--- config.mk ---
export PLATFORM = sky130hd
export DESIGN_NAME = cl_glue_top
export DESIGN_NICKNAME = d
export VERILOG_FILES = /design/src/verilog/platform_pkg.sv /design/src/verilog/stat_bus_pkg.sv /design/src/verilog/pipe_stage.sv /design/src/verilog/reset_fanout.sv /design/src/verilog/shell_ctrl.sv /design/src/verilog/stat_bridge.sv /design/src/verilog/cl_glue_top.sv
export SDC_FILE = /design/constraint.sdc
export NUM_CORES = 1
export LEC_CHECK = 0
export BUFFER_PORTS_ARGS = -buffer_cell sky130_fd_sc_hd__buf_2
export CORE_ASPECT_RATIO = 0.7
export CORE_UTILIZATION = 35
export CTS_CLUSTER_DIAMETER = 40
export DETAILED_ROUTE_END_ITERATION = 12
export PLACE_DENSITY_LB_ADDON = 0.1
export SLEW_MARGIN = 0
export SYNTH_ARGS = -nofsm -noshare
export SYNTH_HDL_FRONTEND = slang
export SYNTH_SLANG_ARGS = --single-unit
export TNS_END_PERCENT = 5
--- constraint.sdc ---
create_clock -name clk_main_a0 -period 0.8 [get_ports clk_main_a0]
set_clock_uncertainty 0.05 [all_clocks]
set_input_delay 0.16 -clock clk_main_a0 [delete_from_list [all_inputs] [get_ports clk_main_a0]]
set_output_delay 0.16 -clock clk_main_a0 [all_outputs]
set_load 0.02 [all_outputs]
--- src/verilog/platform_pkg.sv ---
/*
 * Platform definitions for the card's DDR layout
 * Four DDR channels in shell order A, B, C, D. Channels A, B and D are run
 * by the on-card DDR controller, channel C is owned by the shell.
 * Also holds the ready vector type shared by the glue logic and testbench
 */

`default_nettype none

package platform_pkg;

   // ==========================================================================
   // Channel layout
   // ==========================================================================

   localparam int NUM_DDR_CH = 4;         // Total DDR channels on the card

   // Channel order as the shell numbers them
   // Encoded value doubles as bit index in ddr_ready_t
   typedef enum logic [1:0] {
      DDR_A = 2'd0,                       // Controller managed
      DDR_B = 2'd1,                       // Controller managed
      DDR_C = 2'd2,                       // Shell managed
      DDR_D = 2'd3                        // Controller managed
   } ddr_chan_e;

   // ==========================================================================
   // Ready vector
   // ==========================================================================

   // One bit per channel
   // Index with ddr_chan_e values, never raw numbers
   typedef logic [NUM_DDR_CH-1:0] ddr_ready_t;

endpackage : platform_pkg

`default_nettype wire

--- src/verilog/stat_bus_pkg.sv ---
/*
 * DDR statistics bus definitions
 * Request and response bundles between shell and DDR controller.
 * One op field instead of separate rd/wr strobes so a read and a write
 * can never be requested in the same cycle
 */

`default_nettype none

package stat_bus_pkg;

   // ==========================================================================
   // Widths
   // ==========================================================================

   localparam int STAT_ADDR_W = 8;        // Register address
   localparam int STAT_DATA_W = 32;       // Read and write data
   localparam int STAT_INT_W  = 8;        // Interrupt flags

   // Request opcode
   // All-zero must stay IDLE, pipelines clear to zero
   typedef enum logic [1:0] {
      STAT_IDLE = 2'd0,                   // No request this cycle
      STAT_RD   = 2'd1,                   // Register read
      STAT_WR   = 2'd2                    // Register write
   } stat_op_e;

   // ==========================================================================
   // Bundles
   // ==========================================================================

   // Shell to controller, one cycle per request
   typedef struct packed {
      stat_op_e               op;
      logic [STAT_ADDR_W-1:0] addr;
      logic [STAT_DATA_W-1:0] wdata;      // Don't care on reads
   } stat_req_t;

   // Controller to shell, ack is a single cycle pulse
   typedef struct packed {
      logic                   ack;
      logic [STAT_INT_W-1:0]  intr;
      logic [STAT_DATA_W-1:0] rdata;      // Valid with ack on reads
   } stat_rsp_t;

endpackage : stat_bus_pkg

`default_nettype wire

--- src/verilog/pipe_stage.sv ---
/*
 * Generic register pipeline
 * STAGES flops deep, WIDTH bits wide, asynchronous active low clear.
 * Output is the input delayed by exactly STAGES clock edges.
 * Clear value is all zeros
 */

`timescale 1ns/1ps
`default_nettype none

module pipe_stage #(
   parameter int unsigned WIDTH  = 1,     // Bus width
   parameter int unsigned STAGES = 1      // Number of flops, at least 1
)
(
   input  logic             clk_main_a0,
   input  logic             sync_rst_n,   // Async clear, active low
   input  logic [WIDTH-1:0] in_bus,
   output logic [WIDTH-1:0] out_bus
);

   // Stage 0 takes the input, last stage feeds out_bus
   logic [WIDTH-1:0] stage_q [STAGES];

   // ==========================================================================
   // Shift chain
   // ==========================================================================

   always_ff @(posedge clk_main_a0 or negedge sync_rst_n)
   begin
      if (!sync_rst_n)
      begin
         for (int i = 0; i < STAGES; i++)
         begin
            stage_q[i] <= '0;             // Whole chain cleared
         end
      end
      else
      begin
         stage_q[0] <= in_bus;            // Sample
         for (int i = 1; i < STAGES; i++)
         begin
            stage_q[i] <= stage_q[i-1];   // Advance one stage
         end
      end
   end

   assign out_bus = stage_q[STAGES-1];

endmodule : pipe_stage

`default_nettype wire

--- src/verilog/reset_fanout.sv ---
/*
 * Reset fan-out
 * Gives the DDR controller and the application their own delayed copy of
 * the main reset. Each copy asserts together with sync_rst_n and releases
 * RST_STAGES clock edges after it, from its own register chain
 */

`timescale 1ns/1ps
`default_nettype none

module reset_fanout #(
   parameter int unsigned RST_STAGES = 4  // Release delay in clock edges
)
(
   input  logic clk_main_a0,
   input  logic sync_rst_n,               // Already synchronized, active low
   output logic ddr_rst_n,                // To DDR controller
   output logic app_rst_n                 // To application
);

   localparam int unsigned NUM_CONS = 2;  // Reset consumers
   localparam int unsigned CONS_DDR = 0;
   localparam int unsigned CONS_APP = 1;

   // One chain per consumer, kept separate so each gets its own tree
   logic [NUM_CONS-1:0][RST_STAGES-1:0] chain_q;

   // ==========================================================================
   // Release chains
   // ==========================================================================

   always_ff @(posedge clk_main_a0 or negedge sync_rst_n)
   begin
      if (!sync_rst_n)
      begin
         chain_q <= '0;                   // Assert immediately
      end
      else
      begin
         for (int c = 0; c < NUM_CONS; c++)
         begin
            chain_q[c][0] <= 1'b1;        // Fill with ones after release
            for (int s = 1; s < RST_STAGES; s++)
            begin
               chain_q[c][s] <= chain_q[c][s-1];
            end
         end
      end
   end

   assign ddr_rst_n = chain_q[CONS_DDR][RST_STAGES-1];
   assign app_rst_n = chain_q[CONS_APP][RST_STAGES-1];

   // Neither consumer may leave reset while the main reset is held
   a_no_early_release : assert property (
      @(posedge clk_main_a0) !sync_rst_n |-> (!ddr_rst_n && !app_rst_n)
   );

endmodule : reset_fanout

`default_nettype wire

--- src/verilog/shell_ctrl.sv ---
/*
 * Shell control
 * Function-level-reset acknowledge back to the shell, and collection of the
 * DDR ready flags. Channels A, B and D come from the controller as is,
 * channel C comes from the shell and is registered once.
 * The application's environment-ready needs channels A and B
 */

`timescale 1ns/1ps
`default_nettype none

module shell_ctrl
   import platform_pkg::*;
(
   input  logic       clk_main_a0,
   input  logic       sync_rst_n,
   input  logic       flr_assert,         // FLR request from shell
   input  logic       ddr_c_ready,        // Channel C ready, shell side
   input  logic [2:0] ddr_ready_ctl,      // Bits 0..2 are channels A, B, D
   output logic       flr_done,           // FLR acknowledge to shell
   output logic       env_ready,          // To application
   output ddr_ready_t ddr_ready_all       // All four channels
);

   // Index of each channel in ddr_ready_ctl
   localparam int unsigned CTL_A = 0;
   localparam int unsigned CTL_B = 1;
   localparam int unsigned CTL_D = 2;

   logic flr_assert_q;                    // Delayed copy of flr_assert
   logic ddr_c_ready_q;                   // Registered channel C ready

   // ==========================================================================
   // FLR acknowledge
   // ==========================================================================

   // Done pulses one edge after the delayed copy is seen high
   // and toggles for as long as the request stays up
   always_ff @(posedge clk_main_a0 or negedge sync_rst_n)
   begin
      if (!sync_rst_n)
      begin
         flr_assert_q <= 1'b0;
         flr_done     <= 1'b0;
      end
      else
      begin
         flr_assert_q <= flr_assert;
         flr_done     <= flr_assert_q && !flr_done;
      end
   end

   // ==========================================================================
   // DDR ready collection
   // ==========================================================================

   always_ff @(posedge clk_main_a0 or negedge sync_rst_n)
   begin
      if (!sync_rst_n)
      begin
         ddr_c_ready_q <= 1'b0;
      end
      else
      begin
         ddr_c_ready_q <= ddr_c_ready;    // One cycle on the shell path
      end
   end

   // Place each flag at its shell channel position
   always_comb
   begin
      ddr_ready_all        = '0;
      ddr_ready_all[DDR_A] = ddr_ready_ctl[CTL_A];
      ddr_ready_all[DDR_B] = ddr_ready_ctl[CTL_B];
      ddr_ready_all[DDR_C] = ddr_c_ready_q;
      ddr_ready_all[DDR_D] = ddr_ready_ctl[CTL_D];
   end

   // Application only uses A and B
   assign env_ready = ddr_ready_all[DDR_A] & ddr_ready_all[DDR_B];

   // A rising ack must trace back to a request two edges earlier
   a_flr_done_cause : assert property (
      @(posedge clk_main_a0) disable iff (!sync_rst_n)
      $rose(flr_done) |-> $past(flr_assert, 2)
   );

endmodule : shell_ctrl

`default_nettype wire

--- src/verilog/stat_bridge.sv ---
/*
 * DDR statistics bridge
 * Carries the statistics bus between shell and DDR controller through a
 * fixed depth register pipeline, one per channel and direction.
 * No transaction state, every cycle moves, latency is STAT_STAGES each way
 */

`timescale 1ns/1ps
`default_nettype none

module stat_bridge
   import stat_bus_pkg::*;
#(
   parameter int unsigned NUM_STAT_CH = 3,   // Controller channels A, B, D
   parameter int unsigned STAT_STAGES = 8    // Pipeline depth per direction
)
(
   input  logic      clk_main_a0,
   input  logic      sync_rst_n,
   input  stat_req_t stat_req_in  [NUM_STAT_CH],   // From shell
   input  stat_rsp_t stat_rsp_in  [NUM_STAT_CH],   // From controller
   output stat_req_t stat_req_out [NUM_STAT_CH],   // To controller
   output stat_rsp_t stat_rsp_out [NUM_STAT_CH]    // To shell
);

   localparam int unsigned REQ_W  = $bits(stat_req_t);
   localparam int unsigned RSP_W  = $bits(stat_rsp_t);
   localparam int unsigned PEND_W = 8;       // Outstanding request tracker

   // ==========================================================================
   // Per channel pipelines
   // ==========================================================================

   for (genvar ch = 0; ch < NUM_STAT_CH; ch++)
   begin : g_chan
      logic [PEND_W-1:0] pend_q;             // Requests issued, not yet acked
      logic              req_sent;           // Request leaving toward controller

      // Shell to controller
      pipe_stage #(
         .WIDTH  (REQ_W),
         .STAGES (STAT_STAGES)
      ) i_req_pipe (
         .clk_main_a0 (clk_main_a0),
         .sync_rst_n  (sync_rst_n),
         .in_bus      (stat_req_in[ch]),
         .out_bus     (stat_req_out[ch])
      );

      // Controller to shell
      pipe_stage #(
         .WIDTH  (RSP_W),
         .STAGES (STAT_STAGES)
      ) i_rsp_pipe (
         .clk_main_a0 (clk_main_a0),
         .sync_rst_n  (sync_rst_n),
         .in_bus      (stat_rsp_in[ch]),
         .out_bus     (stat_rsp_out[ch])
      );

      assign req_sent = (stat_req_out[ch].op != STAT_IDLE);

      // Saturating up/down count of requests awaiting ack
      always_ff @(posedge clk_main_a0 or negedge sync_rst_n)
      begin
         if (!sync_rst_n)
         begin
            pend_q <= '0;
         end
         else if (req_sent && !stat_rsp_in[ch].ack && (pend_q != '1))
         begin
            pend_q <= pend_q + 1'b1;
         end
         else if (!req_sent && stat_rsp_in[ch].ack && (pend_q != '0))
         begin
            pend_q <= pend_q - 1'b1;
         end
      end

      // Controller must not ack without a request already sent on this channel
      a_ack_after_req : assert property (
         @(posedge clk_main_a0) disable iff (!sync_rst_n)
         stat_rsp_in[ch].ack |-> (pend_q != '0)
      );
   end

endmodule : stat_bridge

`default_nettype wire

--- src/verilog/cl_glue_top.sv ---
/*
 * Shell-side glue top level
 * Sits between the platform shell and the user design. Fans the main reset
 * out to the DDR controller and the application, answers FLR, bridges the
 * DDR statistics bus for channels A, B, D and collects DDR ready flags
 */

`timescale 1ns/1ps
`default_nettype none

module cl_glue_top
   import platform_pkg::*, stat_bus_pkg::*;
#(
   parameter int unsigned NUM_STAT_CH = 3,   // Controller channels A, B, D
   parameter int unsigned STAT_STAGES = 8,   // Stats pipeline depth
   parameter int unsigned RST_STAGES  = 4    // Reset release delay
)
(
   input  logic                   clk_main_a0,
   input  logic                   sync_rst_n,      // Async, active low
   input  logic                   flr_assert,      // From shell
   input  logic                   ddr_c_ready,     // From shell, channel C
   input  logic [NUM_STAT_CH-1:0] ddr_ready_ctl,   // From controller, A B D

   // Statistics bus, shell side and controller side
   input  stat_req_t              stat_req_shell [NUM_STAT_CH],
   input  stat_rsp_t              stat_rsp_ddr   [NUM_STAT_CH],
   output stat_req_t              stat_req_ddr   [NUM_STAT_CH],
   output stat_rsp_t              stat_rsp_shell [NUM_STAT_CH],

   output logic                   ddr_rst_n,       // To DDR controller
   output logic                   app_rst_n,       // To application
   output logic                   flr_done,        // To shell
   output logic                   env_ready,       // To application
   output ddr_ready_t             ddr_ready_all    // All four channels
);

   // ==========================================================================
   // Reset fan-out
   // ==========================================================================

   reset_fanout #(
      .RST_STAGES (RST_STAGES)
   ) i_reset_fanout (
      .clk_main_a0 (clk_main_a0),
      .sync_rst_n  (sync_rst_n),
      .ddr_rst_n   (ddr_rst_n),
      .app_rst_n   (app_rst_n)
   );

   // ==========================================================================
   // FLR and DDR ready
   // ==========================================================================

   shell_ctrl i_shell_ctrl (
      .clk_main_a0   (clk_main_a0),
      .sync_rst_n    (sync_rst_n),
      .flr_assert    (flr_assert),
      .ddr_c_ready   (ddr_c_ready),
      .ddr_ready_ctl (ddr_ready_ctl),  // Three controller channels
      .flr_done      (flr_done),
      .env_ready     (env_ready),
      .ddr_ready_all (ddr_ready_all)
   );

   // ==========================================================================
   // Statistics bridge
   // ==========================================================================

   // Runs on the main reset, not the delayed DDR copy
   stat_bridge #(
      .NUM_STAT_CH (NUM_STAT_CH),
      .STAT_STAGES (STAT_STAGES)
   ) i_stat_bridge (
      .clk_main_a0  (clk_main_a0),
      .sync_rst_n   (sync_rst_n),
      .stat_req_in  (stat_req_shell),  // Shell requests in
      .stat_rsp_in  (stat_rsp_ddr),    // Controller responses in
      .stat_req_out (stat_req_ddr),    // Toward controller
      .stat_rsp_out (stat_rsp_shell)   // Back to shell
   );

endmodule : cl_glue_top

`default_nettype wire

==> metrics.cfg, run 1 <==
[clock_network]
cts_max_path_buffers = 3
post-cts-setup-buffer-count = 0
htree_levels = 4
clock-sinks = 1999
clock_latency_ns = 0.79
cts_tree = built
clkSlewWorstSetupHoldPaths_ns = 0.06
cts_buffers = 190
cts_root_buf = clkbuf_16

[routing]
routedWlPerCell_um = 17.5
route.vias.total = 20973
drtAntennaViolNets = 0
drt_iter0_drc = 943
dr.pass1.iters = 4
drc = 0
wl_um = 96100
vias_per_cell = 3.81

[pwr]
p_switching_mw = 43.6
power_frac_seq = 0.518
switching_share = 0.209
intPower_mw = 165
p_clk_frac = 0.444
powerDensity_nw_per_um2 = 2990
combPwrFrac = 0.038
p_leak_nw = 32.1
vdd_drop_max_mv = 1.94
p_total_mw = 209

[logic_synthesis]
syn_nets = 2512
synth.cell_area_um2 = 52000
ys_ff_latch = 1999
synthCells = 2256
ys_seq_area_frac = 0.963
yosys_warnings = 0
synth.distinct_cells = 5
synth_area_per_cell_um2 = 23.0

[global_route]
grt_max_degree = 78
grt_pass1_wl_um = 151000
grt_pass1_vias = 24835
overflow = 0
antenna_found_initial = 2
gr-usage-all-layers = 0.134

[sta]
maxSlewHeadroom = 0.282
setup_viol = 2281
rsz0062_at_grt = true
finalMaxSlewViolations = 0
fin_crit_sh = 1.96
fin_setup_tns_ns = -1089.45
hold_viol_final = 0
setup_slack_ns = -0.767
fin_crit_ns = 1.57
max_freq_mhz = 638
worst_slew_pin_slew_ns = 1.07
holdWs_ns = 0.0505

[worst_setup_path]
worst_r2r_path_depth = 2
max_stage_delay_ns = 0.42
cp.arrival_ns = 1.36
worstSetupPathType = register to output pin
crit_cells = 1
end_kind = output pin
cp_slowest_cell = dfrtp_1
crit_buf_inv = 1
cp_top_family = flip-flops
cp_cell_sequence = buf_6
cp-start-kind = register
path_max_fanout = 1
critPathRequiredTime_ns = 0.59

[floorplan]
start_util = 0.355
coreArea_um2 = 146000
num_rows = 117
ioPinCount = 513
die_h_um = 324
die_w_um = 462
die_area_um2 = 150000

[finish]
utilization = 0.476
fillers = 12230
final_net_count = 3635
stdcell_area_um2 = 69700
regArea_um2 = 50000
area_growth_pct = 34.2
drive_above_1_share = 0.285
multiInputGateArea_um2 = 23.8
fin_cells = 5499

[hold_path]
hold_path.class = primary input to register
min_path_cells = 2

[run_status]
status = finished with violations
violations = setup timing

[place]
gp_congestion = 0.747
placed_area_um2 = 57100
numPlacedInstances = 4655
port_buffers = 510
pre_cts_slack_ns = -0.0549
dp_hpwl_um = 65000

[flow_run]
drv_cap = 0

[synthesized netlist by cell type]
master,instances,area share
buf_4,254,0.037
nor2b_4,1,0.00026
conb_1,1,0.000072
dfrtp_1,1999,0.96
and2_1,1,0.00012
[per-layer routing]
layer | wire, um | vias up | track usage
met3 | 3850 | 197 | 0.0330
li1 | - | 9022 | -
met4 | 2810 | 0 | 0.0503
met5 | 0 | - | 0
met1 | 38500 | 11386 | 0.164
met2 | 50900 | 368 | 0.229
[final timing paths]
check / start / end / slack (ns)
worst max-delay path: i_stat_bridge.g_chan[0].i_req_pipe.out_bus[2] / stat_req_ddr[86] / -0.77
worst max register to register: i_shell_ctrl.flr_done / i_shell_ctrl.flr_done / 0.06
worst min-delay path: stat_rsp_ddr[4] / i_stat_bridge.g_chan[2].i_rsp_pipe.stage_q[291] / 0.05
worst min register to register: i_reset_fanout.chain_q[1] / i_reset_fanout.chain_q[2] / 0.28
min in group asynchronous: sync_rst_n / i_stat_bridge.g_chan[0].i_req_pipe.out_bus[40] / 0.15
max in group asynchronous: sync_rst_n / i_stat_bridge.g_chan[0].i_req_pipe.stage_q[47] / -0.55
[kinds of logic (layout without fill, tap and decap cells)]
group	count (synthesis)	after routing	share of synthesized area
buf+inv	254	1532	0.0367
flops	1999	1999	0.963
other cells	1	3	0.0000722
simple gates	2	2	0.000385
[sequential cells by signal (all words and copies together) (netlist names), 3 cells and up]
| signal | flops |
|---|---|
| i_stat_bridge.g_chan.i_req_pipe.stage_q | 882 |
| i_stat_bridge.g_chan.i_rsp_pipe.stage_q | 861 |
| i_stat_bridge.g_chan.i_req_pipe.out_bus | 126 |
| i_stat_bridge.g_chan.i_rsp_pipe.out_bus | 123 |
| i_reset_fanout.chain_q | 3 |
[power groups by stage]
stage / Clock (mW) / Sequential, mW / Combinational [mW]
after CTS: 95.7 / 108 / 7.83
after detailed placement: 0 / 110 / 5.72
after global routing: 100 / 109 / 8.69
final: 92.5 / 108 / 7.93
after floorplan: 0 / 109 / 1.85
after global placement: 0 / 110 / 5.62
[placed cells by master (no fill, tap or decap)]
| cell type | n |
|---|---|
| clkinv_16 | 1 |
| clkinv_4 | 8 |
| dlygate4sd3_1 | 494 |
| buf_6 | 166 |
| dfrtp_2 | 2 |
| and2_1 | 1 |
| inv_8 | 5 |
| clkbuf_1 | 35 |
| clkinv_8 | 4 |
| buf_4 | 129 |
| buf_2 | 343 |
| clkbuf_16 | 197 |
| bufinv_16 | 19 |
| nor2b_4 | 1 |
| inv_16 | 4 |
| clkbuf_8 | 34 |
| clkinvlp_4 | 9 |
| conb_1 | 1 |
| inv_6 | 8 |
| dfrtp_1 | 1997 |
| buf_12 | 53 |
| diode_2 | 2 |
| clkinv_2 | 23 |
[timing repair]
| item | in CTS | in global routing |
|---|---|---|
| hold buffers | 492 | 3 |
| endpoints found under the setup margin | 253 | 2252 |
| gates resized for setup | 113 | 221 |
| hold endpoints to repair | 2250 | 2001 |
[area by class of cell]
cell class | instances | share of cell area
timing repair buffer | 1185 | 0.151
multi-input combinational | 3 | 0.000341
tap | 1963 | 0.0352
sequential | 1999 | 0.717
clock buffer | 266 | 0.0793
antenna | 2 | 0.0000718
clock inverter | 81 | 0.0161
Power figures use the tool's default switching activity.
==> inputs of run 2 (changes only) <==
--- a/config.mk
+++ b/config.mk
@@ -7,7 +7,7 @@
 export LEC_CHECK = 0
 export BUFFER_PORTS_ARGS = -buffer_cell sky130_fd_sc_hd__buf_2
 export CORE_ASPECT_RATIO = 0.7
-export CORE_UTILIZATION = 35
+export CORE_UTILIZATION = 57
 export CTS_CLUSTER_DIAMETER = 40
 export DETAILED_ROUTE_END_ITERATION = 12
 export PLACE_DENSITY_LB_ADDON = 0.1
==> run 2 against run 1 <==
Compared with the run above: the run still ends with setup timing left; fmax grew 0.48%; sequential share of layout area grew 2.9 points; cell count shrank 15%; worst setup slack gained 0.0074 ns; sequential power is essentially flat; die area shrank 38%; non-clock buffer count shrank 38; combinational power shrank 4.3%; wire length shrank 1.0%; clock-buffer cell count shrank 29; utilization grew 27 points; power shrank 4.4%; highest routed layer is now met5.
==> metrics.cfg, run 2 (synthesis results as in run 1) <==
[run_status]
status = finished with violations
violations = setup timing

[hold_path]
min_path_cells = 2
hold_path.class = primary input to register

[global_route]
grt_max_degree = 77
antenna_found_initial = 17
grt_pass1_vias = 24815
overflow = 0
gr-usage-all-layers = 0.214
grt_pass1_wl_um = 145000

[floorplan]
die_area_um2 = 92400
die_w_um = 363
ioPinCount = 513
die_h_um = 255
num_rows = 92
coreArea_um2 = 90100
start_util = 0.576

[routing]
routedWlPerCell_um = 20.3
dr.max_layer_used = met5
drt_iter0_drc = 952
vias_per_cell = 4.46
wl_met3_um = 4380
met2_length_um = 51500
drc = 0
dr.pass1.iters = 4
route.vias.total = 20869
drt-met1-wl_um = 36600
wl_um = 95100
drtAntennaViolNets = 0

[place]
dp_hpwl_um = 50700
gp_congestion = 0.769
numPlacedInstances = 3906
placed_area_um2 = 56000
port_buffers = 510

[clock_network]
cts_tree = built
post-cts-setup-buffer-count = 0
cts_max_path_buffers = 3
clock-sinks = 1999
cts_root_buf = clkbuf_16
clkSlewWorstSetupHoldPaths_ns = 0.06
clock_latency_ns = 0.76
cts_buffers = 169
htree_levels = 4

[pwr]
vdd_drop_max_mv = 2.47
powerDensity_nw_per_um2 = 2970
p_leak_nw = 31.4

[sta]
holdWs_ns = 0.0415
finalMaxSlewViolations = 0
rsz0062_at_grt = true
fin_crit_ns = 1.56
max_freq_mhz = 641
setup_slack_ns = -0.760
hold_viol_final = 0
setup_viol = 320
fin_crit_sh = 1.95

[worst_setup_path]
cp_slowest_cell = dfrtp_1
rr_startpoint = i_shell_ctrl.flr_done
reg2reg_slack_ns = 0.05
end_kind = output pin
crit_cells = 1
crit_buf_inv = 1
max_stage_delay_ns = 0.44
critPathRequiredTime_ns = 0.59
crit_path_end = stat_req_ddr[21]
path_max_fanout = 1
r2r-end = i_shell_ctrl.flr_done
startpoint = i_stat_bridge.g_chan[2].i_req_pipe.out_bus[21]
cp_top_family = flip-flops
cp-start-kind = register
worstSetupPathType = register to output pin
worst_r2r_path_depth = 2
cp_cell_sequence = buf_6
cp.arrival_ns = 1.35

[finish]
drive_above_1_share = 0.282
stdcell_area_um2 = 67000
area_growth_pct = 29.0
layout_common_cells = dfrtp_1 (1997), dlygate4sd3_1 (450), buf_2 (419), clkbuf_16 (169), buf_4 (123)
fin_cells = 4682
final_net_count = 3576
final_common_cell = dfrtp_1
regMostFlops = i_stat_bridge.g_chan.i_req_pipe.stage_q
largest_reg_flops = 882

[flow_run]
drv_cap = 0

## run 2: what timing repair did
action,4_1_cts,5_1_grt
endpoints found under the hold margin,2250,0
hold buffers,465,0
resized for setup,130,95
pin swaps,0,0
endpoints found under the setup margin,253,305
## run 2: final cells by class
cell class | count | area [um2]
flip-flops and latches | 1999 | 50000
fillers | 4832 | 23100
repair buffers | 1147 | 9700
clock buffers | 237 | 4890
well taps | 1222 | 1530
clock inverters | 66 | 848
multi-input cells | 3 | 23.8
diodes | 8 | 20.0
## run 2: through the flow
step                      power, mW  utilization  TNS, ns  setup slack [ns]
after detailed placement        115        0.622   -44.95            -0.111
after floorplan                 111            -        0            0.0133
after global placement          115        0.622   -31.43           -0.0747
after CTS                       201        0.742  -192.29            -0.829
final                           199        0.744  -175.68            -0.760
after global routing            207        0.744  -190.08            -0.809
## run 2: worst min-delay path by stage
| stage | startpoint | endpoint | slack [ns] |
|---|---|---|---|
| 2_1_floorplan | sync_rst_n | i_reset_fanout.chain_q[0] | -0.19 |
| 3_3_place_gp | stat_req_shell[28] | i_stat_bridge.g_chan[2].i_req_pipe.stage_q[322] | 0.22 |
| 3_5_place_dp | stat_req_shell[28] | i_stat_bridge.g_chan[2].i_req_pipe.stage_q[322] | 0.22 |
| 4_1_cts | stat_rsp_ddr[23] | i_stat_bridge.g_chan[2].i_rsp_pipe.stage_q[310] | 0.0005 |
| 5_1_grt | stat_rsp_ddr[106] | i_stat_bridge.g_chan[0].i_rsp_pipe.stage_q[311] | 0.004 |
| 6_report | stat_rsp_ddr[106] | i_stat_bridge.g_chan[0].i_rsp_pipe.stage_q[311] | 0.04 |
## run 2: metal layers
layer | global-route usage | up-vias
li1 | - | 8876
met1 | 0.272 | 11340
met2 | 0.367 | 466
met3 | 0.0486 | 173
met4 | 0.0791 | 14
met5 | 0 | -
## run 2: report_power, final
group / leakage, nW / internal, mW / switching [mW]
Combinational: 5.24 / 3.54 / 4.05
Sequential: 23.3 / 106 / 1.88
Clock: 2.84 / 47.6 / 36.0
